## config.mk

```make
export PLATFORM = sky130hd
export DESIGN_NAME = fill_sequencer_flat
export DESIGN_NICKNAME = d
export VERILOG_FILES = /design/src/icache_pkg.sv /design/src/fill_if.sv /design/src/fill_sequencer.sv /design/src/flat_wrapper.sv
export SDC_FILE = /design/constraint.sdc
export NUM_CORES = 1
export LEC_CHECK = 0
export CORE_ASPECT_RATIO = 0.8
export CORE_MARGIN = 8
export CORE_UTILIZATION = 35
export CTS_CLUSTER_SIZE = 40
export DETAILED_ROUTE_END_ITERATION = 7
export DONT_BUFFER_PORTS = 1
export SYNTH_ARGS = -nofsm -noshare
export SYNTH_HDL_FRONTEND = slang
export SYNTH_SLANG_ARGS = --single-unit
```

## constraint.sdc

```tcl
create_clock -name clk -period 1.55 [get_ports clk]
set_input_delay 0.31 -clock clk [delete_from_list [all_inputs] [get_ports clk]]
set_output_delay 0.31 -clock clk [all_outputs]
set_load 0.005 [all_outputs]
```

## src/icache_pkg.sv

```systemverilog
/*
 * Shared widths, page geometry and types for the instruction page cache.
 * One page is 1 KB of code held as 256 words of 32 bits.
 * Addresses are byte addresses, and fetches are assumed word aligned.
 */

package icache_pkg;

    localparam int ADDR_W         = 32;
    localparam int WORD_W         = 32;
    localparam int PAGE_OFFSET_W  = 10;
    localparam int PAGE_W         = ADDR_W - PAGE_OFFSET_W;
    localparam int LINE_ADDR_W    = 8;
    localparam int WORDS_PER_PAGE = 256;
    localparam int BUBBLE_CYCLES  = 5;

    typedef logic [ADDR_W-1:0]      addr_t;
    typedef logic [WORD_W-1:0]      word_t;
    typedef logic [PAGE_W-1:0]      page_t;
    typedef logic [LINE_ADDR_W-1:0] ram_addr_t;

    // Miss handling sequence, one state per step of the fill
    typedef enum logic [2:0] {
        ST_IDLE,
        ST_BUBBLE,
        ST_PAGE_SEL,
        ST_LOAD_ADDR,
        ST_FETCH,
        ST_UPDATE
    } fill_state_e;

endpackage

```

## src/fill_if.sv

```systemverilog
/*
 * Code RAM write traffic from the fill sequencer.
 * No handshake: wr_en is a single-cycle strobe per word.
 * last_word pulses together with the final write of a page fill.
 */

interface fill_if
    import icache_pkg::*;
();

    logic      wr_en;
    ram_addr_t wr_addr;
    word_t     wr_data;
    logic      last_word;

    modport sequencer (
        output wr_en,
        output wr_addr,
        output wr_data,
        output last_word
    );

    modport ram (
        input wr_en,
        input wr_addr,
        input wr_data
    );

    modport ctrl (
        input last_word
    );

endinterface

```

## src/fill_sequencer.sv

```systemverilog
/*
 * SPI address generation and code RAM writes for one page fill.
 * Each ready pulse while fetching writes the word at the current address,
 * then the address steps by one word at the next edge.
 * last_word marks the 256th write since the last address load.
 */

module fill_sequencer
    import icache_pkg::*;
(
    input  logic  clk,
    input  logic  rst_n,
    input  logic  i_load_addr,
    input  logic  i_fetching,
    input  page_t i_pending_page,
    input  word_t i_spi_fetch,
    input  logic  i_spi_ready,
    output addr_t o_spi_address,
    fill_if.sequencer fill_bus
);

    ram_addr_t word_cnt;
    logic      wr_strobe;

    assign wr_strobe = i_fetching && i_spi_ready;

    always_ff @(posedge clk or negedge rst_n)
    begin
        if (!rst_n)
        begin
            o_spi_address <= '0;
            word_cnt      <= '0;
        end
        else if (i_load_addr)
        begin
            o_spi_address <= {i_pending_page, {PAGE_OFFSET_W{1'b0}}};
            word_cnt      <= '0;
        end
        else if (wr_strobe)
        begin
            o_spi_address <= o_spi_address + addr_t'(4);
            word_cnt      <= word_cnt + 1'b1;
        end
    end

    // Write uses the address the word was requested for
    assign fill_bus.wr_en     = wr_strobe;
    assign fill_bus.wr_addr   = o_spi_address[PAGE_OFFSET_W-1:2];
    assign fill_bus.wr_data   = i_spi_fetch;
    assign fill_bus.last_word = wr_strobe && (word_cnt == ram_addr_t'(WORDS_PER_PAGE - 1));

endmodule

```

## src/flat_wrapper.sv

```systemverilog
// flat-port wrapper written by rule: the top's interface ports become plain ports
module fill_sequencer_flat import icache_pkg::*;
  (clk, rst_n, i_load_addr, i_fetching, i_pending_page, i_spi_fetch, i_spi_ready, o_spi_address, fill_bus_wr_en, fill_bus_wr_addr, fill_bus_wr_data, fill_bus_last_word);
  fill_if fill_bus_i ();
  input  logic clk;
  input  logic rst_n;
  input  logic i_load_addr;
  input  logic i_fetching;
  input  page_t i_pending_page;
  input  word_t i_spi_fetch;
  input  logic i_spi_ready;
  output addr_t o_spi_address;
  output wire logic [$bits(fill_bus_i.wr_en)-1:0] fill_bus_wr_en;
  output wire logic [$bits(fill_bus_i.wr_addr)-1:0] fill_bus_wr_addr;
  output wire logic [$bits(fill_bus_i.wr_data)-1:0] fill_bus_wr_data;
  output wire logic [$bits(fill_bus_i.last_word)-1:0] fill_bus_last_word;
  assign fill_bus_wr_en = fill_bus_i.wr_en;
  assign fill_bus_wr_addr = fill_bus_i.wr_addr;
  assign fill_bus_wr_data = fill_bus_i.wr_data;
  assign fill_bus_last_word = fill_bus_i.last_word;
  fill_sequencer u_core (.clk(clk), .rst_n(rst_n), .i_load_addr(i_load_addr), .i_fetching(i_fetching), .i_pending_page(i_pending_page), .i_spi_fetch(i_spi_fetch), .i_spi_ready(i_spi_ready), .o_spi_address(o_spi_address), .fill_bus(fill_bus_i));
endmodule
```

# After elaboration in Yosys (flattened, before gate mapping)
# Cells that the tools add are included.
# totals
regBits	40
output_inout_bits	74
word_cells	12
inputBits	59
# classes
reduce_logical	3
mux	4
n_eq_ne	1
n_addsub	2
# ops
op	n
32-bit 2-to-1 mux	2
32-bit by 3-bit adder with 32-bit output, second input constant	1
8-bit 2-to-1 mux	2
8-bit by 1-bit adder with 8-bit output, second input constant	1
8-bit equality test, second input constant	1
1-bit logical AND	2
2-bit nonzero test	1

# Longest topological paths before layout
# logic_depth
depth_word	3
mapped_depth	6
mapped_depth_nobuf	5

# Worst setup path before layout
# Ideal clock, no wire load.
# synth_path
path_type	register to register
startpoint	register u_core.o_spi_address[2]
endpoint	register u_core.o_spi_address[30]
setup_slack_ns	-0.154
t_arrival_ns	1.622
path_buffers	1
period_less_slack_ns	1.704
stages_incl_launch_ff	7
setup_ns	0.082
required_time_ns	1.468
path_cell_list	dfrtp_1 -> ha_1 -> and4_1 -> buf_4 -> nand3_2 -> or4_1 -> a31oi_1
# synth_between
elab_chain_len	3
# synth_lines
item	line	text
from (decl)	fill_sequencer.sv:18	output addr_t o_spi_address,
from (signal assigned)	fill_sequencer.sv:36	o_spi_address <= {i_pending_page, {PAGE_OFFSET_W{1'b0}}};
from (signal assigned)	fill_sequencer.sv:41	o_spi_address <= o_spi_address + addr_t'(4);
32-bit by 3-bit adder with 32-bit output	fill_sequencer.sv:41	
32-bit 2-to-1 mux	fill_sequencer.sv:39	else if (wr_strobe)
32-bit 2-to-1 mux	fill_sequencer.sv:34	else if (i_load_addr)
# Every way passes these cells. The select of a mux whose other input is x is not followed.
# A chain may end at the register's enable or synchronous reset.

# Worst setup path in the final report
# layout_path
startpoint	register u_core.o_spi_address[9]
endpoint	register u_core.o_spi_address[21]
# Same word-level chain as after synthesis.

==> summary.txt <==
Floorplan
  • Site Rows: 27
  • # IOs: 133
  • Die area: 0.00977 mm^2
  • Die Wd: 109 um
  • Overall die height: 90.0 um
  • Total core area: 0.00676 mm^2
  • Initial Util: 35.5%

Placed design
  • Placer Congestion: 0.752
  • Port Buf Inserts: 0
  • Dpl cell area: 0.00245 mm^2
  • Pre-CTS WS: -0.116 ns
  • Dpl hpwl: 4.49 mm

Worst setup path
  • Crit-path max cell delay: 0.36 ns
  • Setup CP Type: reg2reg
  • Crit end category: register
  • Required time of the critical path: 1.75 ns
  • Crit Path Max Fanout: 5
  • CP max stage cell: dfrtp_1
  • Bufs and invs on worst path: 1
  • Arrival time worst endpoint: 1.80 ns
  • Startpoint types: register
  • Crit-path leading delay family: simple AND/OR/NAND/NOR gates
  • Cell Chain, Critical Path: and4_4 > nand4_4 > buf_6 > or3_1 > a31oi_1

Pwr
  • Cell Pwr Density: 765 mW/mm^2
  • P_leak: 1.20 nW
  • Peak VDD IR: 0.000316 V

Timing
  • Min Tclk post-route: 1.60 ns
  • Fin Clk Skew: 0.00497 ns
  • Fin crit share: 103%
  • # setup viols final: 7
  • Final hold vios: 0
  • Setup TNS: -0.295 ns
  • FMAX: 626 MHz
  • Slew Limit Fails: 0
  • RSZ-0062 raised after global routing: true
  • Final setup margin: -0.0465 ns

Final layout
  • Most frequent cells in the layout: buf_4, dfrtp_1, nor2_1
  • Final Net Count: 338
  • Post-Route Utilization: 40.8%
  • Filler instances: 686
  • P&R area growth vs syn: 14.9%
  • Fraction of layout cells with a size suffix above 1: 28.8%
  • Ant diodes: 0
  • Multi-input logic area: 0.00116 mm^2
  • Final instance area: 0.00276 mm^2
  • Register Area: 951 um^2
  • Most common cell after layout, fill and taps aside: buf_4

Clocking
  • H-tree level count: 2
  • CTS max path bufs: 2
  • Clock transition at the registers of the reported paths: 0.08 ns
  • TritonCTS Buffers: 5
  • CTS tree: yes
  • Root buf cell: clkbuf_8
  • Worst-Skew Late Latency: 0.29 ns
  • Clock sink total: 38

Drt
  • DRT iter0 DRCs: 103
  • Drt pass-1 iters: 4
  • Vias per Instance: 5.28
  • Via count: 1927
  • # DRC: 0
  • Avg WL per Cell: 17.9 um
  • Routed wire length: 6.52 mm
  • Post-route ant nets: 0

GRT
  • Grt ovf: 0
  • Initial antenna violation count: 0
  • First-pass GRT wire length: 10.1 mm
  • Vias in the first global route: 1881
  • Maximum number of pins on one net before global-route repair: 39
  • Global Route Usage Sum: 12.9%

Logic synthesis
  • Post-synthesis sequential area ratio: 39.6%
  • EDFF count, synth: 0
  • Main flop type after synthesis: dfrtp_1
  • Synth cell types: 34
  • Post-synthesis cell count: 267
  • YS warnings: 0
  • Synth Register Bits: 38
  • Fraction of registers with async set or reset after synthesis: 100%
  • Cell area after synthesis: 0.00240 mm^2
  • Syn Area/Cell: 8.98 um^2

Flow run
  • Max Cap Violations: 0

Status
  • Outcome: complete, but fails checks
  • Failing checks: setup timing

Hold path
  • Hold/Removal Path Class: in2reg
-- report_power, final --
part	internal [mW]	total (mW)	switching, mW
clock	0.359	0.700	0.341
combinational	0.140	0.316	0.176
sequential	1.05	1.09	0.0452
-- through the flow --
stage / hold slack [ns] / std cells / power [mW]
2_1_floorplan: 0.0144 / 268 / 1.33
3_3_place_gp: 0.0157 / 342 / 1.37
3_5_place_dp: 0.0156 / 342 / 1.38
4_1_cts: 0.0734 / 356 / 2.11
5_1_grt: 0.0689 / 365 / 2.22
6_report: 0.0907 / 365 / 2.11
-- layer usage --
layer / up-vias / GRT usage [%] / share of wire, %
li1: 929 / - / -
met1: 926 / 16.9 / 45
met2: 55 / 19.6 / 47
met3: 17 / 3.85 / 6.6
met4: 0 / 4.55 / 1.9
met5: - / 0 / 0
-- path summary, 6_finish.rpt --
path | from | to | slack, ns | cells past startpoint
setup / recovery | u_core.o_spi_address[9]$_DFFE_PN0N_ | u_core.o_spi_address[21]$_DFFE_PN0N_ | -0.05 | 5
hold / removal | i_load_addr | u_core.word_cnt[1]$_DFFE_PN0N_ | 0.09 | 1
setup reg to reg | u_core.o_spi_address[9]$_DFFE_PN0N_ | u_core.o_spi_address[21]$_DFFE_PN0N_ | -0.05 | 5
hold reg to reg | u_core.word_cnt[1]$_DFFE_PN0N_ | u_core.word_cnt[1]$_DFFE_PN0N_ | 0.54 | 2
max in group asynchronous | rst_n | u_core.o_spi_address[27]$_DFFE_PN0N_ | 0.88 | 2
min in group asynchronous | rst_n | u_core.o_spi_address[10]$_DFFE_PN0N_ | 0.49 | 2
-- worst reg2reg max path, stage by stage (launching register included) --
cell and delay, ns:
dfrtp_1 0.36, and4_4 0.32, nand4_4 0.15, buf_6 0.16, or3_1 0.33, a31oi_1 0.19
-- logic make-up (layout without fill, tap and decap cells) --
| kind of cell | after synthesis | count (layout) | share of synthesized area [%] |
|---|---|---|---|
| simple gates | 111 | 114 | 25.4 |
| buf+inv | 57 | 64 | 16.5 |
| compound gates | 38 | 38 | 9.96 |
| flops | 38 | 38 | 39.6 |
| xor+xnor | 20 | 20 | 7.30 |
| fa+ha+maj | 2 | 2 | 1.04 |
| other cells | 1 | 2 | 0.156 |
-- synth_stat cells, types with 2 or more instances --
cell type	instances	area share, %
nand4_4	2	1.8
ha_1	2	1.0
xor2_1	18	6.6
nand4_1	11	2.9
o21ai_0	11	2.3
clkbuf_1	7	1.1
dfrtp_1	38	40
nand2_1	28	4.4
or4_1	10	3.1
xnor2_1	2	0.73
and4_1	3	1.1
o211ai_1	2	0.63
and3_1	5	1.3
nand3_1	10	2.1
a31oi_1	13	3.4
a21oi_1	2	0.42
o31ai_1	8	2.5
inv_2	2	0.31
nor2_1	29	4.5
or3_1	5	1.3
o31a_1	2	0.73
buf_4	44	14
buf_6	2	0.94
-- flip-flops by register name, indices dropped and copies added, names as in the netlist --
name and cells:
u_core.word_cnt 8, u_core.o_spi_address 30
-- final cells by class --
type	count	area share [%]
Sequential cell	38	34.5
Multi-Input combinational cell	176	42.2
Clock inverter	1	0.182
Clock buffer	7	3.13
Tap cell	87	3.95
Inverter	3	0.409
Timing Repair Buffer	53	15.7
-- repair_timing --
item                                    4_1_cts  5_1_grt
endpoints found under the setup margin       16       19
cloned                                        2        1
pin swaps                                    16       15
endpoints found under the hold margin        38        0
hold buffers                                  2        0
buffers inserted                              2        8
gates resized for setup                      10       11
No activity file was read; power rests on OpenSTA's default activity.
