### config.mk
export PLATFORM = sky130hd
export DESIGN_NAME = fill_ctrl_flat
export DESIGN_NICKNAME = d
export VERILOG_FILES = /design/src/icache_pkg.sv /design/src/fill_if.sv /design/src/fill_ctrl.sv /design/src/flat_wrapper.sv
export SDC_FILE = /design/constraint.sdc
export NUM_CORES = 1
export LEC_CHECK = 0
export BUFFER_PORTS_ARGS = -buffer_cell sky130_fd_sc_hd__buf_4
export CAP_MARGIN = 15
export CORE_AREA = 2 2 39 41
export DETAILED_ROUTE_END_ITERATION = 10
export DIE_AREA = 0 0 41 43
export GPL_TIMING_DRIVEN = 0
export HOLD_SLACK_MARGIN = 0.08
export PLACE_DENSITY = 0.44
export REMOVE_ABC_BUFFERS = 1
export SYNTH_ARGS = -nofsm -noshare
export SYNTH_HDL_FRONTEND = slang
export SYNTH_SLANG_ARGS = --single-unit
### constraint.sdc
create_clock -name clk -period 0.9 [get_ports clk]
set_input_delay 0.18 -clock clk [delete_from_list [all_inputs] [get_ports clk]]
set_output_delay 0.18 -clock clk [all_outputs]
set_load 0.005 [all_outputs]
### src/icache_pkg.sv
/*
 * Shared widths, page geometry and types for the instruction page cache.
 * One page is 1 KB of code held as 256 words of 32 bits.
 * Addresses are byte addresses, and fetches are assumed word aligned.
 */

package icache_pkg;

    localparam int ADDR_W         = 32;
    localparam int WORD_W         = 32;
    localparam int PAGE_OFFSET_W  = 10;
    localparam int PAGE_W         = ADDR_W - PAGE_OFFSET_W;
    localparam int LINE_ADDR_W    = 8;
    localparam int WORDS_PER_PAGE = 256;
    localparam int BUBBLE_CYCLES  = 5;

    typedef logic [ADDR_W-1:0]      addr_t;
    typedef logic [WORD_W-1:0]      word_t;
    typedef logic [PAGE_W-1:0]      page_t;
    typedef logic [LINE_ADDR_W-1:0] ram_addr_t;

    // Miss handling sequence, one state per step of the fill
    typedef enum logic [2:0] {
        ST_IDLE,
        ST_BUBBLE,
        ST_PAGE_SEL,
        ST_LOAD_ADDR,
        ST_FETCH,
        ST_UPDATE
    } fill_state_e;

endpackage

### src/fill_if.sv
/*
 * Code RAM write traffic from the fill sequencer.
 * No handshake: wr_en is a single-cycle strobe per word.
 * last_word pulses together with the final write of a page fill.
 */

interface fill_if
    import icache_pkg::*;
();

    logic      wr_en;
    ram_addr_t wr_addr;
    word_t     wr_data;
    logic      last_word;

    modport sequencer (
        output wr_en,
        output wr_addr,
        output wr_data,
        output last_word
    );

    modport ram (
        input wr_en,
        input wr_addr,
        input wr_data
    );

    modport ctrl (
        input last_word
    );

endinterface

### src/fill_ctrl.sv
/*
 * Miss handling FSM for the page cache.
 * A miss seen while idle gives five bubble cycles, then a page fill.
 * The fill waits for last_word however long the SPI master takes.
 * Clock enable and miss are combinational from the hit input.
 */

module fill_ctrl
    import icache_pkg::*;
(
    input  logic   clk,
    input  logic   rst_n,
    input  logic   i_hit,
    fill_if.ctrl   fill_bus,
    output logic   o_latch_page,
    output logic   o_load_addr,
    output logic   o_fetching,
    output logic   o_commit,
    output logic   o_core_bubble,
    output logic   o_clk_enable,
    output logic   o_icache_miss
);

    fill_state_e state;
    fill_state_e state_next;

    logic [$clog2(BUBBLE_CYCLES)-1:0] bubble_cnt;
    logic                             bubble_done;

    always_ff @(posedge clk or negedge rst_n)
    begin
        if (!rst_n)
        begin
            state <= ST_IDLE;
        end
        else
        begin
            state <= state_next;
        end
    end

    // Counts only while in the bubble state, held at zero otherwise
    always_ff @(posedge clk or negedge rst_n)
    begin
        if (!rst_n)
        begin
            bubble_cnt <= '0;
        end
        else if (state == ST_BUBBLE)
        begin
            bubble_cnt <= bubble_cnt + 1'b1;
        end
        else
        begin
            bubble_cnt <= '0;
        end
    end

    assign bubble_done = (int'(bubble_cnt) == BUBBLE_CYCLES - 1);

    always_comb
    begin
        state_next = state;
        case (state)
            ST_IDLE:
            begin
                if (!i_hit)
                begin
                    state_next = ST_BUBBLE;
                end
            end
            ST_BUBBLE:
            begin
                if (bubble_done)
                begin
                    state_next = ST_PAGE_SEL;
                end
            end
            ST_PAGE_SEL:  state_next = ST_LOAD_ADDR;
            ST_LOAD_ADDR: state_next = ST_FETCH;
            ST_FETCH:
            begin
                if (fill_bus.last_word)
                begin
                    state_next = ST_UPDATE;
                end
            end
            ST_UPDATE:    state_next = ST_IDLE;
            default:      state_next = ST_IDLE;
        endcase
    end

    // Strobes decoded straight from the state
    assign o_core_bubble = (state == ST_BUBBLE);
    assign o_latch_page  = (state == ST_PAGE_SEL);
    assign o_load_addr   = (state == ST_LOAD_ADDR);
    assign o_fetching    = (state == ST_FETCH);
    assign o_commit      = (state == ST_UPDATE);

    // Core runs only when idle and the fetch lands in the window
    assign o_clk_enable  = (state == ST_IDLE) && i_hit;
    assign o_icache_miss = !i_hit;

endmodule

### src/flat_wrapper.sv
// flat-port wrapper written by rule: the top's interface ports become plain ports
module fill_ctrl_flat import icache_pkg::*;
  (clk, rst_n, i_hit, o_latch_page, o_load_addr, o_fetching, o_commit, o_core_bubble, o_clk_enable, o_icache_miss, fill_bus_last_word);
  fill_if fill_bus_i ();
  input  logic clk;
  input  logic rst_n;
  input  logic i_hit;
  output logic o_latch_page;
  output logic o_load_addr;
  output logic o_fetching;
  output logic o_commit;
  output logic o_core_bubble;
  output logic o_clk_enable;
  output logic o_icache_miss;
  input wire logic [$bits(fill_bus_i.last_word)-1:0] fill_bus_last_word;
  assign fill_bus_i.last_word = fill_bus_last_word;
  fill_ctrl u_core (.clk(clk), .rst_n(rst_n), .i_hit(i_hit), .fill_bus(fill_bus_i), .o_latch_page(o_latch_page), .o_load_addr(o_load_addr), .o_fetching(o_fetching), .o_commit(o_commit), .o_core_bubble(o_core_bubble), .o_clk_enable(o_clk_enable), .o_icache_miss(o_icache_miss));
endmodule
---- Yosys cells after proc, flatten, opt, wreduce, memory -nomap -nowiden ----
Cells that the tools add are included.
storage, ports and cells
  output and inout bits ................... 7
  input port bits ......................... 4
  flip-flop bits (word level) ............. 6
  word-level logic and storage cells ...... 21
cells by class
  muxes and demuxes ....................... 5
  equality and inequality tests ........... 9
  add/subtract/negate cells ............... 1
  reduce and logical (&&, ||, !) cells .... 4
operators with widths
  kind                                                                     count
  3-bit one-hot mux with 5 select lines                                    1
  3-bit 2-to-1 mux                                                         4
  3-bit == test, second input constant                                     3
  3-bit by 2-bit == test with 1-bit output, second input constant          2
  2-bit by 1-bit inequality test with 1-bit output, second input constant  2
  3-bit by 1-bit adder with 3-bit output, second input constant            1
  3-bit by 1-bit == test with 1-bit output, second input constant          1
  3-bit logical NOT                                                        1
  3-bit AND reduction                                                      1
  2-bit inequality test, second input constant                             1
  1-bit logical AND                                                        1
  1-bit logical NOT                                                        1

---- Logic depth before layout (Yosys ltp) ----
Gate-level depths: netlist (run 1).
  depth after elaboration ................. 3
  mapped depth ............................ 5

---- Worst setup path after synthesis (run 1) ----
Ideal clock, no wire load.
  kind .................................... reg2reg
  start ................................... reg u_core.bubble_cnt[0]
  end ..................................... reg u_core.state[0]
  slack ................................... -89 ps
  arrival time ............................ 903 ps
  cell stages (with the launch flop) ...... 6
  period minus slack after synthesis ...... 989 ps
  path through ............................ dfrtp_1 -> inv_1 -> ha_1 -> a21oi_1 -> nand2_1 -> o211ai_1
between the ends
  longest elaborated chain between the ends .. 3
ends and longest elaborated chain
  what                                                        RTL line         RTL
  from (decl)                                                 fill_ctrl.sv:27  logic [$clog2(BUBBLE_CYCLES)-1:0] bubble_cnt;
  from (signal assigned)                                      fill_ctrl.sv:51  bubble_cnt <= bubble_cnt + 1'b1;
  3-bit == test                                               fill_ctrl.sv:59  assign bubble_done = (int'(bubble_cnt) == BUBBLE_CYCLES - 1);
  2-bit by 1-bit inequality test with 1-bit output (no line)  n/a
  3-bit AND reduction (no line)                               n/a
  to (signal assigned)                                        fill_ctrl.sv:38  state <= state_next;
  to (decl)                                                   fill_ctrl.sv:24  fill_state_e state;
Every way passes these cells.
A chain may end at the register's enable or synchronous reset.

---- Final worst setup path (run 1) ----
  start ................................... reg u_core.state[0]
  end ..................................... out o_clk_enable
between the ends
  longest elaborated chain between the ends .. 2
ends and longest elaborated chain
  what               RTL line            RTL
  3-bit logical NOT  fill_ctrl.sv:101    assign o_clk_enable = (state == ST_IDLE) && i_hit;
  1-bit logical AND  fill_ctrl.sv:101
  to (decl)          flat_wrapper.sv:13  output logic o_clk_enable;
Every way passes these cells.

==> flow_summary.json, run 1 <==
{
  "status": "complete, but fails checks",
  "violations": "setup timing",
  "cts-buffers-inserted": 3,
  "path_delay_family": "flip-flops",
  "path_buf_inv": 1,
  "place_hpwl_um": 432,
  "grt_first_pass_wirelength_mm": 1.10,
  "vdd.ir_drop.worst_v": 0.00183,
  "gp_congestion": 0.607,
  "wl_per_cell_um": 10.4,
  "first_iter_violations": 3,
  "fmax_mhz": 759,
  "dr.pass1.iters": 3,
  "root_buffer": "clkbuf_4",
  "die_h_um": 43,
  "power_density_nw_per_um2": 3300,
  "drc": 0,
  "grt_pass1_vias": 240,
  "finalWorstSetupSlack_ns": -0.418,
  "yosys_most_used_dff": "dfrtp_1",
  "setup_viol": 12,
  "ys_ff_latch": 6,
  "whs_ns": 0.188,
  "coreArea_um2": 1380,
  "worst_slew_pin_slew_ns": 0.223,
  "cts_tree": "done",
  "yosys-top-cells-area": "dfrtp_1 (46%), ha_1 (7.7%), nor2_1 (5.7%), and2_1 (3.8%), inv_1 (3.4%)",
  "syn_area_um2": 327,
  "critPathRequiredTime_ns": 0.72,
  "die_area_um2": 1760,
  "rsz0062_at_grt": "true",
  "drv_cap": 0,
  "area_growth_syn_to_layout_pct": 73.2,
  "ys_seq_area_frac": 0.460,
  "path_cells": "nor4_4 > buf_4",
  "cp.arrival_ns": 1.14,
  "p_leak_uw": 0.000266,
  "yosys_warnings": 0,
  "avgSynthCellArea_um2": 9.07,
  "n_antenna_cell": 0,
  "r2r_slack_ns": -0.22,
  "antenna_found_initial": 0,
  "synth_edf_count": 0,
  "utilization": 0.409,
  "rr_startpoint": "u_core.state[0]",
  "routed_via_density": 4.42,
  "critPathSlowestCell": "dfrtp_2",
  "ios": 11,
  "period_minus_slack_ns": 1.32,
  "holdPathEnd": "u_core.state[0]",
  "h-tree-depth": 1,
  "io_buffers": 10,
  "dieWidth_um": 41,
  "start_util": 0.236,
  "async_reset_ff_frac": 1.00,
  "worst_hold_path_type": "in2reg",
  "clk_pin_slew_ns": 0.05,
  "cp_max_fo": 6,
  "yosys.area.top_type_share": 0.460,
  "yosysUniqueCellTypes": 20,
  "power.total_uw": 1860,
  "hold_depth": 3,
  "finalMaxSlewViolations": 0,
  "clock-sinks": 6,
  "wl_um": 740,
  "grt_start_max_net_pins": 10,
  "grt-ovfl-total": 0,
  "reg2reg_depth": 4,
  "dr_total_vias": 314,
  "hold_violations": 0,
  "slew_headroom": 0.850,
  "worstSetupPathType": "reg2out",
  "design_area_um2": 566,
  "ys_top_cells_by_count": "dfrtp_1 (6), nor2_1 (5), inv_1 (3)",
  "num_rows": 14,
  "fin_worst_skew_ns": 0.00542,
  "yosysMostFrequentCell": "dfrtp_1",
  "grt.total_usage": 0.0971,
  "antenna_left": 0,
  "cts_buffer_depth": 2,
  "cp-start-kind": "register",
  "drive_gt1_frac": 0.636,
  "syn_inst": 36,
  "finalNetCount": 63,
  "post_dp_cell_area_um2": 417,
  "critPathCaptureType": "primary output",
  "clkLatencyLatePin_ns": 0.24,
  "r2r_end": "u_core.state[1]",
  "critical_path_depth": 2,
  "hp-start": "fill_bus_last_word",
  "dp_slack_ns": -0.206,
  "period_share": 1.46,
  "yosysTopAreaCell": "dfrtp_1",
  "critPathMaxStageDelay_ns": 0.45
}
routing by layer:
layer / share of wire / up-vias / track usage / wire length, um
met2: 0.51 / 8 / 0.113 / 376
met3: 0.080 / 0 / 0.0785 / 59
li1: - / 155 / - / -
met1: 0.41 / 151 / 0.138 / 304
met5: 0 / - / 0 / 0
met4: 0 / 0 / 0.0200 / 0
how the worst max path moves through the flow:
stage | startpoint | end
after floorplan | u_core.bubble_cnt[0] | u_core.state[0]
after detailed placement | u_core.state[0] | o_core_bubble
after global placement | u_core.state[0] | o_core_bubble
after global routing | u_core.state[0] | o_core_bubble
after CTS | u_core.state[1] | o_core_bubble
final | u_core.state[0] | o_clk_enable
flip-flops by register name, summed over array words and instances, names as in the netlist:
signal,count
u_core.state,3
u_core.bubble_cnt,3
stage by stage:
step | std cells | setup TNS [ns]
2_1_floorplan | 35 | -0.300
3_3_place_gp | 61 | -1.62
3_5_place_dp | 61 | -1.38
4_1_cts | 70 | -2.79
5_1_grt | 71 | -3.76
6_report | 71 | -3.03
repair_timing:
action	4_1_cts	5_1_grt
hold buffers	1	0
pin swaps	8	6
resized for setup	10	11
buffers inserted	6	2
hold endpoints to repair	6	0
endpoints found under the setup margin	12	12
worst reg2reg max path, cell delays in order (launching register included):
cell     delay (ns)
dfrtp_2        0.45
buf_4          0.15
buf_6          0.10
or2b_1         0.21
a21oi_1        0.13
final cells by class:
type                            instances  area [um2]
Clock buffer                            3        22.5
Inverter                                4        15.0
Timing Repair Buffer                   17         145
Multi-Input combinational cell         25         208
Sequential cell                         6         155
Tap cell                               16        20.0
Fill cell                             140         818
layout by cell type (no fill, tap or decap), types with 2 or more instances in the layout:
cell,synthesis,routed
dfrtp_1,6,2
nor2_2,0,2
nand2_1,2,2
dfrtp_2,0,4
clkbuf_4,0,3
and2_1,2,2
inv_2,1,2
buf_6,0,4
inv_1,3,2
nor2_1,5,2
buf_4,0,12
nand3_1,2,2
power by group:
part	total [uW]	internal, uW	switching [uW]
logic	1020	636	379
clock network	243	151	92.7
registers	605	399	206
total	1860	1190	678
kinds of logic (layout without fill, tap and decap cells):
group | count (synthesis) | count (layout) | synth area share
AOI/OAI and AO/OA | 4 | 4 | 0.0690
and+or+nand+nor | 18 | 18 | 0.307
xor gates and xnor gates | 1 | 1 | 0.0268
adders and majority gates | 2 | 2 | 0.0766
buffers and inverters | 5 | 24 | 0.0613
DFF | 6 | 6 | 0.460
Note: power is estimated with default switching activity, not from simulation.
==> run 2, diff against run 1 <==
CELL_PAD_IN_SITES_DETAIL_PLACEMENT = 0   (was default)
CELL_PAD_IN_SITES_GLOBAL_PLACEMENT = 2   (was default)
CORE_AREA = default   (was 2 2 39 41)
CORE_MARGIN = 2   (was default)
CORE_UTILIZATION = 22   (was default)
DIE_AREA = default   (was 0 0 41 43)
PLACE_DENSITY = 0.63   (was 0.44)
==> run 2 against run 1 <==
  * Critical endpoint is now o_commit
  * Flip-flop and latch count stayed put
  * Worst hold slack worse by 0.0025 ns
  * Core utilization is 5.4 points higher
  * The run still ends with setup timing left
  * Die area is 2.6% higher
  * Clock skew is 0.0025 ns lower
  * Worst setup slack better by 0.014 ns
  * Clock power is 2% higher
  * Highest routed layer is now met4
  * Sequential power is 4.5% lower
==> flow_summary.json, run 2 (synthesis gave the netlist of run 1 again) <==
{
  "routed_via_density": 4.35,
  "antenna_found_initial": 0,
  "cts_tree": "done",
  "power.total_uw": 2190,
  "power_density_nw_per_um2": 3510,
  "r2r_slack_ns": -0.17,
  "setup_viol": 12,
  "grt_start_max_net_pins": 10,
  "first_iter_violations": 2,
  "start_util": 0.242,
  "fin_worst_skew_ns": 0.00297,
  "drive_gt1_frac": 0.719,
  "fillCellCount": 137,
  "grt_pass1_vias": 364,
  "dr.pass1.iters": 2,
  "internal_power_uw": 1370,
  "dieWidth_um": 42.5,
  "period_minus_slack_ns": 1.30,
  "coreArea_um2": 1350,
  "worst_slew_pin_slew_ns": 0.245,
  "multi_input_area_um2": 249,
  "path_cells": "nor2b_4 > and2_4 > buf_6",
  "critPathCaptureType": "primary output",
  "critPathMaxStageDelay_ns": 0.43,
  "combPwrFrac": 0.623,
  "critPathSlowestCell": "dfrtp_2",
  "hold_violations": 0,
  "n_antenna_cell": 0,
  "violations": "setup timing",
  "path_delay_family": "flip-flops",
  "critPathRequiredTime_ns": 0.72,
  "grt.total_usage": 0.113,
  "finalWorstSetupSlack_ns": -0.403,
  "cp.arrival_ns": 1.12,
  "status": "complete, but fails checks",
  "die_h_um": 42.5,
  "p_sw_uw": 816,
  "clockPowerShare": 0.113,
  "clock-sinks": 6,
  "netSwitchingFraction": 0.373,
  "dr_total_vias": 313,
  "drc": 0,
  "period_share": 1.45,
  "wl_um": 904,
  "place_hpwl_um": 542,
  "root_buffer": "clkbuf_4",
  "finalMaxSlewViolations": 0,
  "wl_per_cell_um": 12.6,
  "cp-start-kind": "register",
  "vdd.ir_drop.worst_v": 0.00143,
  "drv_cap": 0,
  "ios": 11,
  "cts_buffer_depth": 2,
  "dp_slack_ns": -0.197,
  "final_common_cell": "buf_4",
  "reg.largest.list": "u_core.bubble_cnt x3, u_core.state x3",
  "layout_common_cells": "buf_4 (11), buf_6 (6), clkbuf_4 (3), dfrtp_1 (3), dfrtp_2 (3)",
  "path_buf_inv": 1,
  "p_leak_uw": 0.000285,
  "worstSetupPathType": "reg2out",
  "rsz0062_at_grt": "true",
  "clkLatencyLatePin_ns": 0.24,
  "area_growth_syn_to_layout_pct": 91.2,
  "clk_pin_slew_ns": 0.05,
  "register_area_um2": 154,
  "finalNetCount": 65,
  "io_buffers": 10,
  "antenna_left": 0,
  "grt-ovfl-total": 0,
  "p_seq_frac": 0.264,
  "whs_ns": 0.186,
  "grt_first_pass_wirelength_mm": 1.50,
  "cts-buffers-inserted": 3,
  "die_area_um2": 1810,
  "slew_headroom": 0.837,
  "h-tree-depth": 1,
  "worst_hold_path_type": "in2reg",
  "num_rows": 13,
  "cp_max_fo": 7,
  "fmax_mhz": 767,
  "gp_congestion": 0.619
}
run 2: changes by cell type in the layout (fill, tap and decap cells not counted), sizes merged:
cell  before  now
buf       16   18
run 2: path summary, 6_finish.rpt:
path                                    start               to  cells after the start
setup / recovery              u_core.state[0]         o_commit                      3
hold / removal             fill_bus_last_word  u_core.state[0]                      3
setup reg to reg              u_core.state[2]  u_core.state[2]                      3
hold reg to reg               u_core.state[1]  u_core.state[0]                      1
max in group asynchronous               rst_n  u_core.state[2]                      2
min in group asynchronous               rst_n  u_core.state[0]                      2
run 2: layout make-up:
type | instances | area share
inverters | 4 | 0.0240
clock buffers | 3 | 0.0361
multi-input cells | 25 | 0.399
repair buffers | 19 | 0.265
well taps | 15 | 0.0301
flip-flops and latches | 6 | 0.246
run 2: power by group through the flow:
stage               Sequential (uW)  Clock, uW  Combinational [uW]
floorplan                       497          0                 385
CTS                             557        269                1040
detailed placement              539          0                 592
finish                          578        248                1360
global placement                532          0                 586
global route                    593        277                1470
run 2: per-layer routing:
| metal | GRT usage | share of wire |
|---|---|---|
| met3 | 0.0302 | 0.030 |
| met2 | 0.200 | 0.53 |
| met1 | 0.114 | 0.42 |
| met5 | 0 | 0 |
| met4 | 0.0750 | 0.018 |
run 2: timing repair:
action	4_1_cts	5_1_grt
hold buffers	1	0
setup buffers	7	4
gates cloned	0	0
endpoints found under the hold margin	6	0
resized for setup	13	17
endpoints found under the setup margin	12	12
pin swaps	10	2
run 2: stage by stage:
| step | TNS, ns | instance area, um2 | utilization | instances |
|---|---|---|---|---|
| 2_1_floorplan | -0.300 | 322 | - | 35 |
| 3_3_place_gp | -1.48 | 415 | 0.308 | 60 |
| 3_5_place_dp | -1.52 | 415 | 0.308 | 60 |
| 4_1_cts | -3.01 | 539 | 0.399 | 70 |
| 5_1_grt | -3.38 | 624 | 0.462 | 72 |
| 6_report | -2.84 | 624 | 0.462 | 72 |
run 2: worst min-delay path: stages:
cell,delay (ns)
buf_4,0.07
nand3_1,0.06
o211ai_1,0.07
