--- src/icache_pkg.sv ---
/*
 * Shared widths, page geometry and types for the instruction page cache.
 * One page is 1 KB of code held as 256 words of 32 bits.
 * Addresses are byte addresses, and fetches are assumed word aligned.
 */

package icache_pkg;

    localparam int ADDR_W         = 32;
    localparam int WORD_W         = 32;
    localparam int PAGE_OFFSET_W  = 10;
    localparam int PAGE_W         = ADDR_W - PAGE_OFFSET_W;
    localparam int LINE_ADDR_W    = 8;
    localparam int WORDS_PER_PAGE = 256;
    localparam int BUBBLE_CYCLES  = 5;

    typedef logic [ADDR_W-1:0]      addr_t;
    typedef logic [WORD_W-1:0]      word_t;
    typedef logic [PAGE_W-1:0]      page_t;
    typedef logic [LINE_ADDR_W-1:0] ram_addr_t;

    // Miss handling sequence, one state per step of the fill
    typedef enum logic [2:0] {
        ST_IDLE,
        ST_BUBBLE,
        ST_PAGE_SEL,
        ST_LOAD_ADDR,
        ST_FETCH,
        ST_UPDATE
    } fill_state_e;

endpackage

--- src/page_window.sv ---
/*
 * Base/bound window of the cached page and the pending page of a fill.
 * Base and bound reset to all ones, so every PC misses after reset.
 * The bound wraps to zero for the topmost page, which never hits.
 */

module page_window
    import icache_pkg::*;
(
    input  logic  clk,
    input  logic  rst_n,
    input  addr_t i_pc_fetch,
    input  logic  i_latch_page,
    input  logic  i_commit,
    output page_t o_pending_page,
    output logic  o_hit
);

    addr_t base;
    addr_t bound;
    addr_t pending_base;

    // Page of the missing PC, captured before the fill starts
    always_ff @(posedge clk or negedge rst_n)
    begin
        if (!rst_n)
        begin
            o_pending_page <= '0;
        end
        else if (i_latch_page)
        begin
            o_pending_page <= i_pc_fetch[ADDR_W-1:PAGE_OFFSET_W];
        end
    end

    assign pending_base = {o_pending_page, {PAGE_OFFSET_W{1'b0}}};

    // Window moves only once the whole page is in the RAM
    always_ff @(posedge clk or negedge rst_n)
    begin
        if (!rst_n)
        begin
            base  <= '1;
            bound <= '1;
        end
        else if (i_commit)
        begin
            base  <= pending_base;
            bound <= pending_base + (addr_t'(1) << PAGE_OFFSET_W);
        end
    end

    assign o_hit = (i_pc_fetch >= base) && (i_pc_fetch < bound);

endmodule

--- config.mk ---
export PLATFORM = sky130hd
export DESIGN_NAME = page_window
export DESIGN_NICKNAME = d
export VERILOG_FILES = /design/src/icache_pkg.sv /design/src/page_window.sv
export SDC_FILE = /design/constraint.sdc
export NUM_CORES = 1
export LEC_CHECK = 0
export BUFFER_PORTS_ARGS = -buffer_cell sky130_fd_sc_hd__buf_2
export CAP_MARGIN = 10
export CORE_UTILIZATION = 35
export DETAILED_ROUTE_END_ITERATION = 10
export PLACE_DENSITY_LB_ADDON = 0.08
export SLEW_MARGIN = 30
export SYNTH_ARGS = -nofsm -noshare
export SYNTH_HDL_FRONTEND = slang
export SYNTH_SLANG_ARGS = --single-unit
--- constraint.sdc ---
create_clock -name clk -period 2.9 [get_ports clk]
set_input_delay 0.58 -clock clk [delete_from_list [all_inputs] [get_ports clk]]
set_output_delay 0.58 -clock clk [all_outputs]
set_load 0.01 [all_outputs]
# --- Word level (Yosys, flattened, before mapping) ---
# Cells that the tools add are included.
totals:
  regBits: 86
  latchBits: 0
  ram_bits: 0
  mem_bits_ro: 0
  n_memories: 0
classes:
  n_addsub: 1
  n_mul: 0
  n_div: 0
  n_lt_le_gt_ge: 2
  n_eq_ne: 0
  n_shift: 0
  n_mux: 0
  bitwise_logic: 0
  n_reduce_logical: 1
op_table:
  columns: ["op", "n"]
  rows:
  - ["$add A32 B11 Y32 const B", 1]
  - ["$ge A32 B32 Y1", 1]
  - ["$lt A32 B32 Y1", 1]
  - ["$logic_and A1 B1 Y1", 1]

# --- Depth between registers and ports, before layout ---
# Gate-level depths: netlist of the first run.
logic_depth:
  word_depth: 2
  mapped_depth: 8
  mapped_depth_nobuf: 8

# --- Worst setup path before layout of the first run ---
# OpenSTA, ideal clock, no wires.
synth_path:
  path_type: "register to output"
  start: "register base[9]"
  end: "output port o_hit"
  arrival_ns: 2.094
  required_ns: 2.320
  slack_ns: 0.226
  path_stages_with_launch: 9
  path_buffers: 0
  path_cell_list: "dfstp_2 inv_1 ha_1 nor2b_1 o211ai_1 a2111oi_0 a2111oi_0 o21ai_0 a211oi_1"
synth_via:
  elab_chain_len: 2
synth_lines:
  columns: ["item", "line_no", "text"]
  rows:
  - ["start, declared", "page_window.sv:19", "addr_t base;"]
  - ["start signal, assigned", "page_window.sv:48", "base <= pending_base;"]
  - ["$ge A32 B32 Y1", "page_window.sv:53", "assign o_hit = (i_pc_fetch >= base) && (i_pc_fetch < bound);"]
  - ["$logic_and A1 B1 Y1", "page_window.sv:53", null]
  - ["end, declared", "page_window.sv:16", "output logic o_hit"]
# Every way passes these cells.

# --- Worst setup path after layout of the first run ---
layout_path:
  start: "register bound[17]"
  end: "output port o_hit"
layout_via:
  elab_chain_len: 2
layout_lines:
  columns: ["item", "line_no", "text"]
  rows:
  - ["start, declared", "page_window.sv:20", "addr_t bound;"]
  - ["start signal, assigned", "page_window.sv:49", "bound <= pending_base + (addr_t'(1) << PAGE_OFFSET_W);"]
  - ["$lt A32 B32 Y1", "page_window.sv:53", null]
  - ["$logic_and A1 B1 Y1", "page_window.sv:53", null]
# Every way passes these cells.

==> results of run 1 <==
[per-layer routing]
layer,track usage (%),up-vias,routed length [um]
met5,0,-,0
met4,7.75,0,191
met3,3.28,15,347
met2,26.6,51,4250
met1,22.6,1495,4730
li1,-,1637,-
[metrics by stage]
stage | power, W | setup slack, ps | hold slack (ps) | util (%)
finish | 0.00311 | -190 | 274 | 44.5
detailed placement | 0.00179 | -284 | 486 | 40.9
global placement | 0.00178 | -239 | 483 | 40.9
CTS | 0.00315 | -312 | 295 | 44.5
floorplan | 0.00156 | 226 | 284 | -
global route | 0.00329 | -328 | 324 | 44.5
[worst min path at each step]
stage | startpoint | end | depth (start not counted) | slack (ps)
floorplan | rst_n | o_pending_page[0] | 0 | 280
global placement | bound[10] | bound[10] | 2 | 480
detailed placement | bound[10] | bound[10] | 2 | 490
CTS | rst_n | o_pending_page[5] | 1 | 300
global route | rst_n | o_pending_page[5] | 1 | 320
finish | rst_n | o_pending_page[5] | 1 | 270
[power by group through the flow]
stage | clock network [W] | logic (W) | registers, W
after floorplan | 0 | 0.000367 | 0.00119
after global placement | 0 | 0.000576 | 0.00120
after detailed placement | 0 | 0.000587 | 0.00120
after CTS | 0.00136 | 0.000601 | 0.00119
after global routing | 0.00140 | 0.000688 | 0.00121
final | 0.00133 | 0.000594 | 0.00119
[kinds of logic after synthesis]
family / after synthesis
buffers and inverters: 61
and+or+nand+nor: 118
muxes: 23
AOI/OAI and AO/OA: 91
xor gates and xnor gates: 20
DFF: 67
adders and majority gates: 55
[worst max-delay path: stages, from the launching register on]
cell,delay (ps)
sky130_fd_sc_hd__dfstp_2,530
sky130_fd_sc_hd__inv_1,40
sky130_fd_sc_hd__ha_1,290
sky130_fd_sc_hd__a21oi_1,170
sky130_fd_sc_hd__o21ai_1,110
sky130_fd_sc_hd__a21oi_1,170
sky130_fd_sc_hd__o21ai_1,100
sky130_fd_sc_hd__a221o_1,370
sky130_fd_sc_hd__a211oi_2,220
sky130_fd_sc_hd__buf_2,170
[synthesized netlist by cell type]
master	number	area share (%)
sky130_fd_sc_hd__a2111oi_0	2	0.42
sky130_fd_sc_hd__a211oi_1	3	0.54
sky130_fd_sc_hd__a21boi_0	1	0.18
sky130_fd_sc_hd__a21o_1	5	0.90
sky130_fd_sc_hd__a21oi_1	40	4.8
sky130_fd_sc_hd__a221o_1	2	0.48
sky130_fd_sc_hd__a221oi_1	2	0.42
sky130_fd_sc_hd__and2_0	1	0.15
sky130_fd_sc_hd__and2_1	1	0.15
sky130_fd_sc_hd__and3_1	4	0.60
sky130_fd_sc_hd__and3_2	2	0.36
sky130_fd_sc_hd__and3_4	1	0.27
sky130_fd_sc_hd__and4_1	3	0.63
sky130_fd_sc_hd__buf_1	5	0.45
sky130_fd_sc_hd__buf_4	1	0.18
sky130_fd_sc_hd__clkbuf_1	7	0.63
sky130_fd_sc_hd__clkbuf_2	1	0.12
sky130_fd_sc_hd__dfrtp_1	22	13
sky130_fd_sc_hd__dfstp_2	45	28
sky130_fd_sc_hd__ha_1	55	17
sky130_fd_sc_hd__inv_1	47	4.2
sky130_fd_sc_hd__mux2_2	22	6.0
sky130_fd_sc_hd__mux2i_1	1	0.24
sky130_fd_sc_hd__nand2_1	49	4.4
sky130_fd_sc_hd__nand3_1	4	0.48
sky130_fd_sc_hd__nand3_2	4	0.96
sky130_fd_sc_hd__nand4_1	11	1.7
sky130_fd_sc_hd__nor2_1	33	3.0
sky130_fd_sc_hd__nor2b_1	1	0.15
sky130_fd_sc_hd__nor3_1	1	0.12
sky130_fd_sc_hd__nor3_2	2	0.48
sky130_fd_sc_hd__nor3b_1	1	0.18
sky130_fd_sc_hd__o211ai_1	1	0.18
sky130_fd_sc_hd__o21ai_0	34	4.1
sky130_fd_sc_hd__o41ai_1	1	0.21
sky130_fd_sc_hd__xnor2_1	5	1.1
sky130_fd_sc_hd__xor2_1	15	3.2
[repair_timing]
item                                    4_1_cts  5_1_grt
endpoints found under the setup margin        1        1
pin swaps                                     7        3
resized for setup                            13        5
[final cells by class]
type	instances	area share (%)
sequential	67	33.8
inverter	47	3.49
timing repair buffer	72	8.35
tap	143	3.49
multi-input combinational	307	43.8
clock buffer	12	5.20
clock inverter	4	1.86
[sequential cells by signal, indices dropped and copies added (netlist names)]
signal,cells
o_pending_page,22
bound,22
base,23
[layout by cell type, fill, tap and decap left out, types with 2 or more instances in the layout]
master,n
sky130_fd_sc_hd__buf_2,58
sky130_fd_sc_hd__ha_1,53
sky130_fd_sc_hd__nand2_1,49
sky130_fd_sc_hd__inv_1,46
sky130_fd_sc_hd__dfstp_2,45
sky130_fd_sc_hd__a21oi_1,37
sky130_fd_sc_hd__nor2_1,33
sky130_fd_sc_hd__o21ai_0,28
sky130_fd_sc_hd__mux2_2,22
sky130_fd_sc_hd__dfrtp_1,22
sky130_fd_sc_hd__xor2_1,15
sky130_fd_sc_hd__nand4_1,11
sky130_fd_sc_hd__buf_4,10
sky130_fd_sc_hd__clkbuf_16,9
sky130_fd_sc_hd__o21ai_1,6
sky130_fd_sc_hd__a21o_1,5
sky130_fd_sc_hd__xnor2_1,5
sky130_fd_sc_hd__nand3_1,4
sky130_fd_sc_hd__and3_1,4
sky130_fd_sc_hd__nand3_2,4
sky130_fd_sc_hd__a21oi_2,3
sky130_fd_sc_hd__and4_1,3
sky130_fd_sc_hd__bufinv_16,3
sky130_fd_sc_hd__clkbuf_8,3
sky130_fd_sc_hd__a211oi_1,2
sky130_fd_sc_hd__a221oi_1,2
sky130_fd_sc_hd__a221o_1,2
sky130_fd_sc_hd__nor3_2,2
sky130_fd_sc_hd__and3_2,2
sky130_fd_sc_hd__ha_4,2
sky130_fd_sc_hd__buf_6,2
sky130_fd_sc_hd__buf_12,2
==> results.md, run 1 <==
Setup path:
- The arrival time of data at the critical path endpoint is ~2500 ps.
- The largest fanout of any net on the critical path is 2.
- The setup check on the worst reg-to-reg path leaves a slack of 930 ps.
- The path type of the worst setup path is flop to output port.
- The worst setup path endpoint is o_hit.
- The critical path endpoint category is an output port.
- The worst setup path is launched from a flop.
- In this run the critical register-to-register path is captured at bound[26].
- The most critical setup path has its startpoint at bound[17].
- The launching point of the worst reg2reg path is o_pending_page[1].
- The number of cells on the worst reg-to-reg path is 7.
- Data on the critical path is required at its endpoint by around 2300 ps.

Drt:
- The first TritonRoute pass finished after 9 iterations.
- The antenna violation net count after detailed routing is 0.
- The residual DRC count is 10.
- In the final routed layout, each cell accounts on average for about 15 um.
- The via count normalized by instance count is 4.90.
- Detailed routing inserted a total of 3,198 vias.
- The final layout contains routed wiring with a total length of around 9500 um.
- The number of DRC violations after detailed-routing iteration 0 is between 100 and 150.

Pwr:
- The switching portion of total power is 26.6%.
- Per report_power, the clock group accounts for 42.7% of the total.
- The combinational cell fraction of total power is a little under a fifth.
- Power spread over the standard cell area amounts to 606 nW/um^2.
- The reported leakage power is approximately 2.4 nW.
- The switching power summed over all nets is about 0.00083 W.
- The proportion of power drawn by flip-flops and latches is 38.2%.
- Across the VDD grid, the largest voltage drop is roughly 0.00028 V.
- The internal power is 0.00228 W.

Layout:
- The register cell area after layout is 1730 um^2.
- The area taken by multi-input logic gates is between 2000 and 2500 um^2.
- The fraction of final layout cells with drive strength greater than 1 is between 30% and 40%.
- From synthesis to final layout, the design area changed by 23.1%.
- The number of antenna diodes in the final layout is 0.
- After filler insertion, the fill cell instance count of the layout stands at around 1,200.
- Once layout is done, the placed cells without fillers occupy 5130 um^2.
- The net count of the finished layout is around 600.
- Leaving out filler cells and counting taps, the final layout contains 652.

Global route:
- The number of global-route vias before repair came to ~3,200.
- The maximum number of pins on one net before global-route repair is 50.
- The global-route usage over all layers is between 10% and 20%.
- For this run the aggregate overflow at the end of global routing stands at 0.
- The first global-routing pass estimated ~16,000 um of wire.
- The initial antenna violation count is 0.

Clock tree:
- For the worst-skew pair, the clock arrives at the later sink with an insertion delay of between 300 and 400 ps.
- Once the clock tree was built, the setup fixing pass inserted 0 buffers.
- The longest clock path from root to sink contains 2 buffers.
- The clock net in this run drives a total of between 60 and 70 sinks.
- Clock tree synthesis inserted a total of 9 buffers.
- After clock tree synthesis, the flow added hold-fix buffers numbering 0.
- Clock tree synthesis selected as its root buffer the cell sky130_fd_sc_hd__clkbuf_16.
- The clock slew at the register clock pins of the worst setup and hold paths is approximately 60 ps.
- The H-tree was split into 3 levels.
- The CTS tree is built.

Floorplanning:
- The count of pins on the block boundary is ~60.
- The number of placement rows is 39.
- The starting density of the core is 36.1%.
- The standard cell core area is roughly 12,000 um^2.
- From bottom edge to top edge, the die measures 111 um.
- From left edge to right edge, the die measures 111 um.
- The floorplan step defined a die boundary enclosing around 12,000 um^2.

Synthesis:
- After synthesis, the share of cell area in mux cells is 6.19%.
- The cell area after technology mapping is roughly 4200 um^2.
- The synthesized instance count is approximately 440.
- Of the total synthesized cell area, the portion taken by AND, OR, NAND and NOR gates is between 10 and 15%.
- After synthesis, the largest family of logic cells by area is adder cells.
- The synthesized netlist devotes 16.5% of its cell area to adder and majority cells.
- The net count after synthesis is 526.
- After synthesis the netlist holds a flip-flop and latch count of 67.
- Yosys printed 0 warnings.
- After Yosys synthesis, XOR and XNOR cells account for approximately 4.2% of the synthesized area.
- Sequential elements use around two fifths of the synthesized area.
- The synthesized netlist devotes between 10% and 20% of its cell area to compound gates.
- The average cell area after synthesis is around 9.6 um^2.
- The number of different library cells used by synthesis comes to 37.

STA:
- The relative slew slack is a little under three fifths.
- Setup repair after global routing could not meet its margin everywhere.
- The actual transition at the worst max-transition pin is 674 ps.
- Static timing analysis puts the maximum clock frequency at approximately 0.32 GHz.
- The count of pins over their slew limit is 0.
- The number of endpoints failing setup at the final stage is 1.
- The worst setup slack after layout is -190 ps.
- The clock arrives with 7.51 ps of skew.
- The final setup TNS is -190 ps.
- The minimum period implied by the final worst setup slack is around 3100 ps.
- The final-report hold violation count is 0.
- The ratio of final minimum period to clock period is 107%.

Placed design:
- After detailed placement, the total cell area comes to 4700 um^2.
- The sum of net half-perimeters after detailed placement is approximately 7000 um.
- The final RePlAce weighted congestion is between 0.7 and 0.8.
- The number of placed instances, taps included, is 636.
- Port buffering added 58 buffers.

Status:
- The run finished, with violations left.
- The final reports fail on DRC, setup timing.

Hold path:
- In this run the worst hold path is classified as input port to async pin.

Flow run:
- The max capacitance violation total is 0.
Power figures use the tool's default switching activity.
==> inputs of run 2 (changes only) <==
Settings changed: CORE_UTILIZATION 35 to 57.
==> results.md, run 2 (synthesis results as in run 1) <==
Drt:
- Detailed routing inserted a total of around 3,200 vias.
- The antenna violation net count after detailed routing is 0.
- The wire length per cell is 14.8 um.
- The residual DRC count is 0.
- After detailed routing, the number of vias per cell comes to around 5.4.
- The total wire length is ~9000 um.
- For this run, the detailed router's first-pass iteration total came to 5.
- The number of DRC violations after detailed-routing iteration 0 is approximately 140.

Floorplanning:
- In this run the core area contains 30 standard-cell rows.
- The count of pins on the block boundary is 59.
- In this run the horizontal extent of the chip is roughly 87 um.
- The die area is 7650 um^2.
- The starting density of the core is between 60% and 70%.
- The standard cell core area is 6910 um^2.
- The floorplan die height is approximately 87 um.

Clock tree:
- The number of clock sinks seen by CTS is 67.
- TritonCTS built the clock tree.
- The number of H-tree levels is 3.
- The clock slew at the register clock pins of the worst setup and hold paths is roughly 70 ps.
- The TritonCTS buffer count is 9.
- CTS placed an instance of sky130_fd_sc_hd__clkbuf_8 at the clock tree root.
- The longest clock path from root to sink contains 2 buffers.
- The clock insertion delay at the later pin of the skew report is 340 ps.

STA:
- Setup repair after global routing could not meet its margin everywhere.
- Timing would allow up to roughly 0.31 GHz.
- The minimum period implied by the final worst setup slack is about 3200 ps.
- The final-report hold violation count is 0.
- Measured against its own limit, the worst slew margin works out to 43.6%.
- The number of endpoints failing setup at the final stage is 1.
- The count of pins over their slew limit was 0.
- The worst clock skew is 6.65 ps.
- The worst setup slack after layout is -284 ps.
- The ratio of final minimum period to clock period is 110%.
- The actual transition at the worst max-transition pin is approximately 850 ps.

Global route:
- The number of global-route vias before repair was just over 3,000.
- The global-route usage over all layers is 24.9%.
- The maximum number of pins on one net before global-route repair is 68.
- The leftover overflow at the end of global routing is 0.
- The initial antenna violation count is 1.
- The first global-routing pass estimated approximately 14,000 um of wire.

Layout:
- For this run, the post-layout net count is ~590.
- The number of antenna diodes in the final layout is 0.
- The library cells used most frequently in the layout, excluding fill and tap cells, are sky130_fd_sc_hd__buf_2 (58), sky130_fd_sc_hd__nand2_1 (49), sky130_fd_sc_hd__ha_1 (49).
- The number of flip-flops under the largest register name is 23.
- Cells with a size suffix above 1 make up 33.7% of the layout.
- The filler cell count in the final layout is roughly 570.
- Cells fill 70.5% of the core in the end.
- The register with the most flip-flops is base.
- In the final layout, the registers with the most flip-flops are base (23), bound (22), o_pending_page (22).
- The area added between synthesis and finish is 17.0%.
- The library cell used most frequently in the layout, excluding fill and tap cells, is sky130_fd_sc_hd__buf_2.

Pwr:
- The reported leakage power is ~2.3 nW.
- Power spread over the standard cell area amounts to slightly above 500 nW/um^2.
- The final total power is roughly 0.0025 W.
- The largest voltage drop on the vdd net is roughly 0.00031 V.

Setup path:
- The largest fanout of any net on the critical path is 8.
- The launching point of the worst reg2reg path is o_pending_page[0].
- The worst setup path is launched from a flop.
- By startpoint and endpoint, the worst setup path is classified as flop to output port.
- The critical path endpoint category is an output port.
- In this run the worst setup path begins at base[9].
- STA puts the critical path data required time at 2320 ps.
- For the worst setup path, the data arrival time is around 2600 ps.

Placed design:
- The number of buffers inserted by port buffering is 58.
- The final RePlAce weighted congestion is just under 0.8.
- The worst slack at placement is -36.3 ps.
- The sum of net half-perimeters after detailed placement is 6220 um.

Status:
- The final reports fail on setup timing.
- The flow ran to the end, but the final reports show violations.

Flow run:
- The max capacitance violation total is 0.

Hold path:
- The path category of the worst min-delay check is input port to async pin.
## run 2: cell count changes in the layout (fill, tap and decap cells not counted), sizes merged
cell      delta
buf          -8
clkinvlp     +1
clkbuf       -1
clkinv       +2
bufinv       -2
## run 2: final timing paths
path / cells past startpoint / endpoint / slack, ps
max in group asynchronous: 2 / o_pending_page[13] / 1920
worst min-delay path: 2 / o_pending_page[16] / 440
worst min register to register: 2 / bound[10] / 500
min in group clk: 2 / bound[10] / 500
worst max register to register: 7 / bound[30] / 920
worst max-delay path: 9 / o_hit / -280
## run 2: timing repair
item                                    CTS  global route
endpoints found under the setup margin    1             1
buffers inserted                          0             1
gates resized for setup                  11            10
hold buffers                              0             0
gates cloned                              0             0
pin swaps                                 5             9
## run 2: worst max-delay path, cell delays in order, from the launching register on
cell	delay, ps
sky130_fd_sc_hd__dfstp_2	580
sky130_fd_sc_hd__inv_6	70
sky130_fd_sc_hd__ha_4	220
sky130_fd_sc_hd__nor2b_1	130
sky130_fd_sc_hd__o211ai_1	200
sky130_fd_sc_hd__a2111oi_2	110
sky130_fd_sc_hd__a2111oi_1	370
sky130_fd_sc_hd__o21ai_1	180
sky130_fd_sc_hd__a211oi_2	250
sky130_fd_sc_hd__buf_2	170
## run 2: routing by layer
layer  part of all wire [%]  global-route usage (%)
met3                    3.9                    6.07
met5                   0.19                       0
met4                    1.4                    7.90
met1                     47                    33.9
met2                     48                    39.1
## run 2: area by class of cell
cell class              instances  area, um^2  area share [%]
repair buffers                 64         335            6.88
inverters                      47         181            3.72
flip-flops and latches         67        1730            35.6
clock buffers                  11         141            2.90
clock inverters                 5        52.6            1.08
multi-input cells             307        2310            47.4
well taps                      96         120            2.47
## run 2: where the power goes
part	total [W]	switching [W]	internal (W)
registers	0.00118	0.0000842	0.00110
logic	0.000585	0.000326	0.000259
clock network	0.000765	0.000349	0.000416
total	0.00253	0.000758	0.00177
## run 2: through the flow
stage          setup TNS (ps)  instance area [um^2]  instances  hold WS (ps)
2_1_floorplan               0                  4160        435           284
3_3_place_gp            -50.3                  4550        580           476
3_5_place_dp            -36.3                  4550        580           484
4_1_cts                  -194                  4800        596           448
5_1_grt                  -430                  4870        597           497
6_report                 -284                  4870        597           441
==> inputs of run 3 (changes only) <==
Settings changed: BUFFER_PORTS_ARGS -buffer_cell sky130_fd_sc_hd__buf_2 to -buffer_cell sky130_fd_sc_hd__buf_4.
==> results.md, run 3 (synthesis results as in run 1) <==
Pwr:
- Of the total power, the share spent switching nets is 30.1%.
- The switching power summed over all nets is slightly below 0.0008 W.
- The internal power of the cells totals between 0.0015 and 0.002 W.
- The proportion of power drawn by flip-flops and latches is a little under half.
- The combinational cell fraction of total power is 24.0%.
- For this design the ratio of total power to cell area is ~520 nW/um^2.
- In this run the static leakage power is about 2.3 nW.
- The worst-case IR drop observed on VDD is ~0.0003 V.
- The clock network is responsible for a little under a third of the overall power.

Layout:
- The layout net count is roughly 580.
- Of the cells placed in the final design, the portion with a size suffix greater than 1 is 33.5%.
- Leaving out fill and tap cells, the most frequent cell in the layout is sky130_fd_sc_hd__buf_4.
- In the layout the commonest cells are sky130_fd_sc_hd__buf_4 (61), sky130_fd_sc_hd__nand2_1 (49), sky130_fd_sc_hd__ha_1 (49).
- 0 antenna diodes ended up in the layout.
- The number of flip-flops under the largest register name is 23.
- The register with the most flip-flops in the final layout is base.
- The core utilization of the finished layout is 72.5%.
- For this run, the number of standard cells in the final layout without fillers is between 500 and 600.
- After filler insertion, the fill cell instance count of the layout stands at between 500 and 600.
- The largest registers in the layout are base (23), bound (22), o_pending_page (22).
- The area added between synthesis and finish is 20.3%.

Setup path:
- The worst reg-to-reg path cell count is 7.
- The startpoint identified for the worst register-to-register timing path is o_pending_page[0].
- The most critical setup path has its startpoint at base[9].
- STA classifies the critical path endpoint as an output port.
- The terminus of the critical flop-to-flop path is bound[26].
- The worst setup path endpoint is o_hit.
- For the worst setup path, the data arrival time is between 2000 and 3000 ps.
- Setup slack on the worst reg-to-reg path comes out at around 900 ps.
- The required time at the worst-slack endpoint is ~2300 ps.
- The largest fanout of any net on the critical path is 8.
- The critical path launch point type is a flop.
- The path type of the worst setup path is flop to output port.

STA:
- Clock skew on the completed layout was measured at roughly 10 ps.
- The count of pins over their slew limit came to 0.
- Setup repair after global routing could not meet its margin everywhere.
- The minimum period implied by the final worst setup slack is 3080 ps.
- On the final layout, the worst hold slack is ~330 ps.
- Headroom to the max-slew limit came out at between 40% and 50%.
- Setup violations remaining at the end of the flow were counted as 1.
- The worst setup slack after layout is -182 ps.
- The actual transition at the worst max-transition pin is between 800 and 900 ps.
- The final-report hold violation count is 0.
- For this run, the top clock speed supported by timing is approximately 0.32 GHz.
- Dividing the final minimum period by the clock period gives 106%.
- Setup total negative slack on the finished layout was measured at -182 ps.

Clock tree:
- The number of hold buffers added after CTS is 0.
- The CTS tree is built.
- Clock latency on the worst-skew pair, taken at its later pin, is 350 ps.
- The number of clock sinks seen by CTS is 67.
- The number of H-tree levels is 3.
- Buffers inserted during clock tree synthesis total 9.
- The clock tree root driver cell is sky130_fd_sc_hd__clkbuf_8.
- The clock passes through at most 2 buffers.
- Clock-pin slew was measured on the worst setup and hold paths at ~70 ps.

Placed design:
- Prior to clock tree synthesis, the placed netlist has a worst setup slack of -153 ps.
- The sum of net half-perimeters after detailed placement is 6280 um.
- The final RePlAce weighted congestion is ~0.80.
- Including well taps, the total number of placed cells is between 500 and 600.
- The number of buffers inserted by port buffering is 58.

Drt:
- Dividing the detail-routed via count by the number of cells gives approximately 5.4.
- The final route contains ~3,200 vias.
- The wire length per cell is ~15 um.
- After detailed routing, the total wire length is a little under 9000 um.
- The first routing iteration left roughly 130 violations.
- In the routed design, unresolved DRC markers number 0.
- In this run the remaining antenna-violating nets after routing total 0.
- The detailed-router iteration count before antenna repair is 4.

Floorplanning:
- between 50 and 60 I/O pins were placed.
- The die area is roughly 7600 um^2.
- The starting density of the core is about three fifths.
- The floorplan has 30 rows.
- The core region is between 6000 and 7000 um^2.
- The floorplan die height is approximately 90 um.
- The die is ~87 um wide.

Global route:
- The number of global-route vias before repair was between 3,000 and 4,000.
- The leftover overflow at the end of global routing is 0.
- Entering global routing, the biggest net connects between 80 and 90 pins.
- The initial antenna violation count is 0.
- The global-route usage over all layers is roughly 26%.
- The first global-routing pass estimated around 15,000 um of wire.

Status:
- The flow ran to the end, but the final reports show violations.
- The final reports fail on setup timing.

Flow run:
- The tool flagged a number of max-cap violations equal to 0.

Hold path:
- The path category of the worst min-delay check is input port to async pin.
## run 3: power groups by stage
stage,Sequential [W],Combinational (W),Clock (W)
finish,0.00119,0.000620,0.000777
CTS,0.00119,0.000623,0.000789
global placement,0.00120,0.000562,0
floorplan,0.00119,0.000367,0
detailed placement,0.00120,0.000585,0
global route,0.00121,0.000704,0.000835
## run 3: routing by layer
metal | wire (um) | global-route usage, %
met3 | 250 | 5.40
met1 | 4390 | 34.8
met2 | 4090 | 41.7
met5 | 0 | 0
met4 | 146 | 8.20
## run 3: worst min-delay path by stage
stage | start | endpoint | slack, ps | depth (start not counted)
after detailed placement | bound[17] | bound[17] | 490 | 2
after floorplan | rst_n | o_pending_page[0] | 280 | 0
final | rst_n | o_pending_page[17] | 330 | 1
after CTS | rst_n | o_pending_page[17] | 360 | 1
after global placement | bound[10] | bound[10] | 480 | 2
after global routing | rst_n | o_pending_page[17] | 390 | 1
## run 3: what timing repair did
action	CTS	global route
endpoints found under the setup margin	1	1
buffers inserted	1	0
pin swaps	9	0
gates resized for setup	26	0
## run 3: layout make-up
cell class                      count  area, um^2  area share, %
Clock buffer                       11         141           2.82
Inverter                           47         181           3.62
Sequential cell                    67        1730           34.6
Multi-Input combinational cell    307        2320           46.3
Tap cell                           96         120           2.40
Timing Repair Buffer               61         458           9.15
Clock inverter                      5        52.6           1.05
## run 3: critical path, stage by stage (launching register included)
cell and delay (ps):
sky130_fd_sc_hd__dfstp_2 570, sky130_fd_sc_hd__inv_6 70, sky130_fd_sc_hd__ha_4 210, sky130_fd_sc_hd__nor2b_1 130, sky130_fd_sc_hd__o211ai_1 180, sky130_fd_sc_hd__a2111oi_1 110
sky130_fd_sc_hd__a2111oi_0 320, sky130_fd_sc_hd__o21ai_1 180, sky130_fd_sc_hd__a211oi_2 230, sky130_fd_sc_hd__buf_4 150
## run 3: stage by stage
stage / cell area [um^2] / power [W]
2_1_floorplan: 4160 / 0.00156
6_report: 5010 / 0.00259
5_1_grt: 5010 / 0.00275
3_5_place_dp: 4680 / 0.00179
4_1_cts: 5010 / 0.00260
3_3_place_gp: 4680 / 0.00176
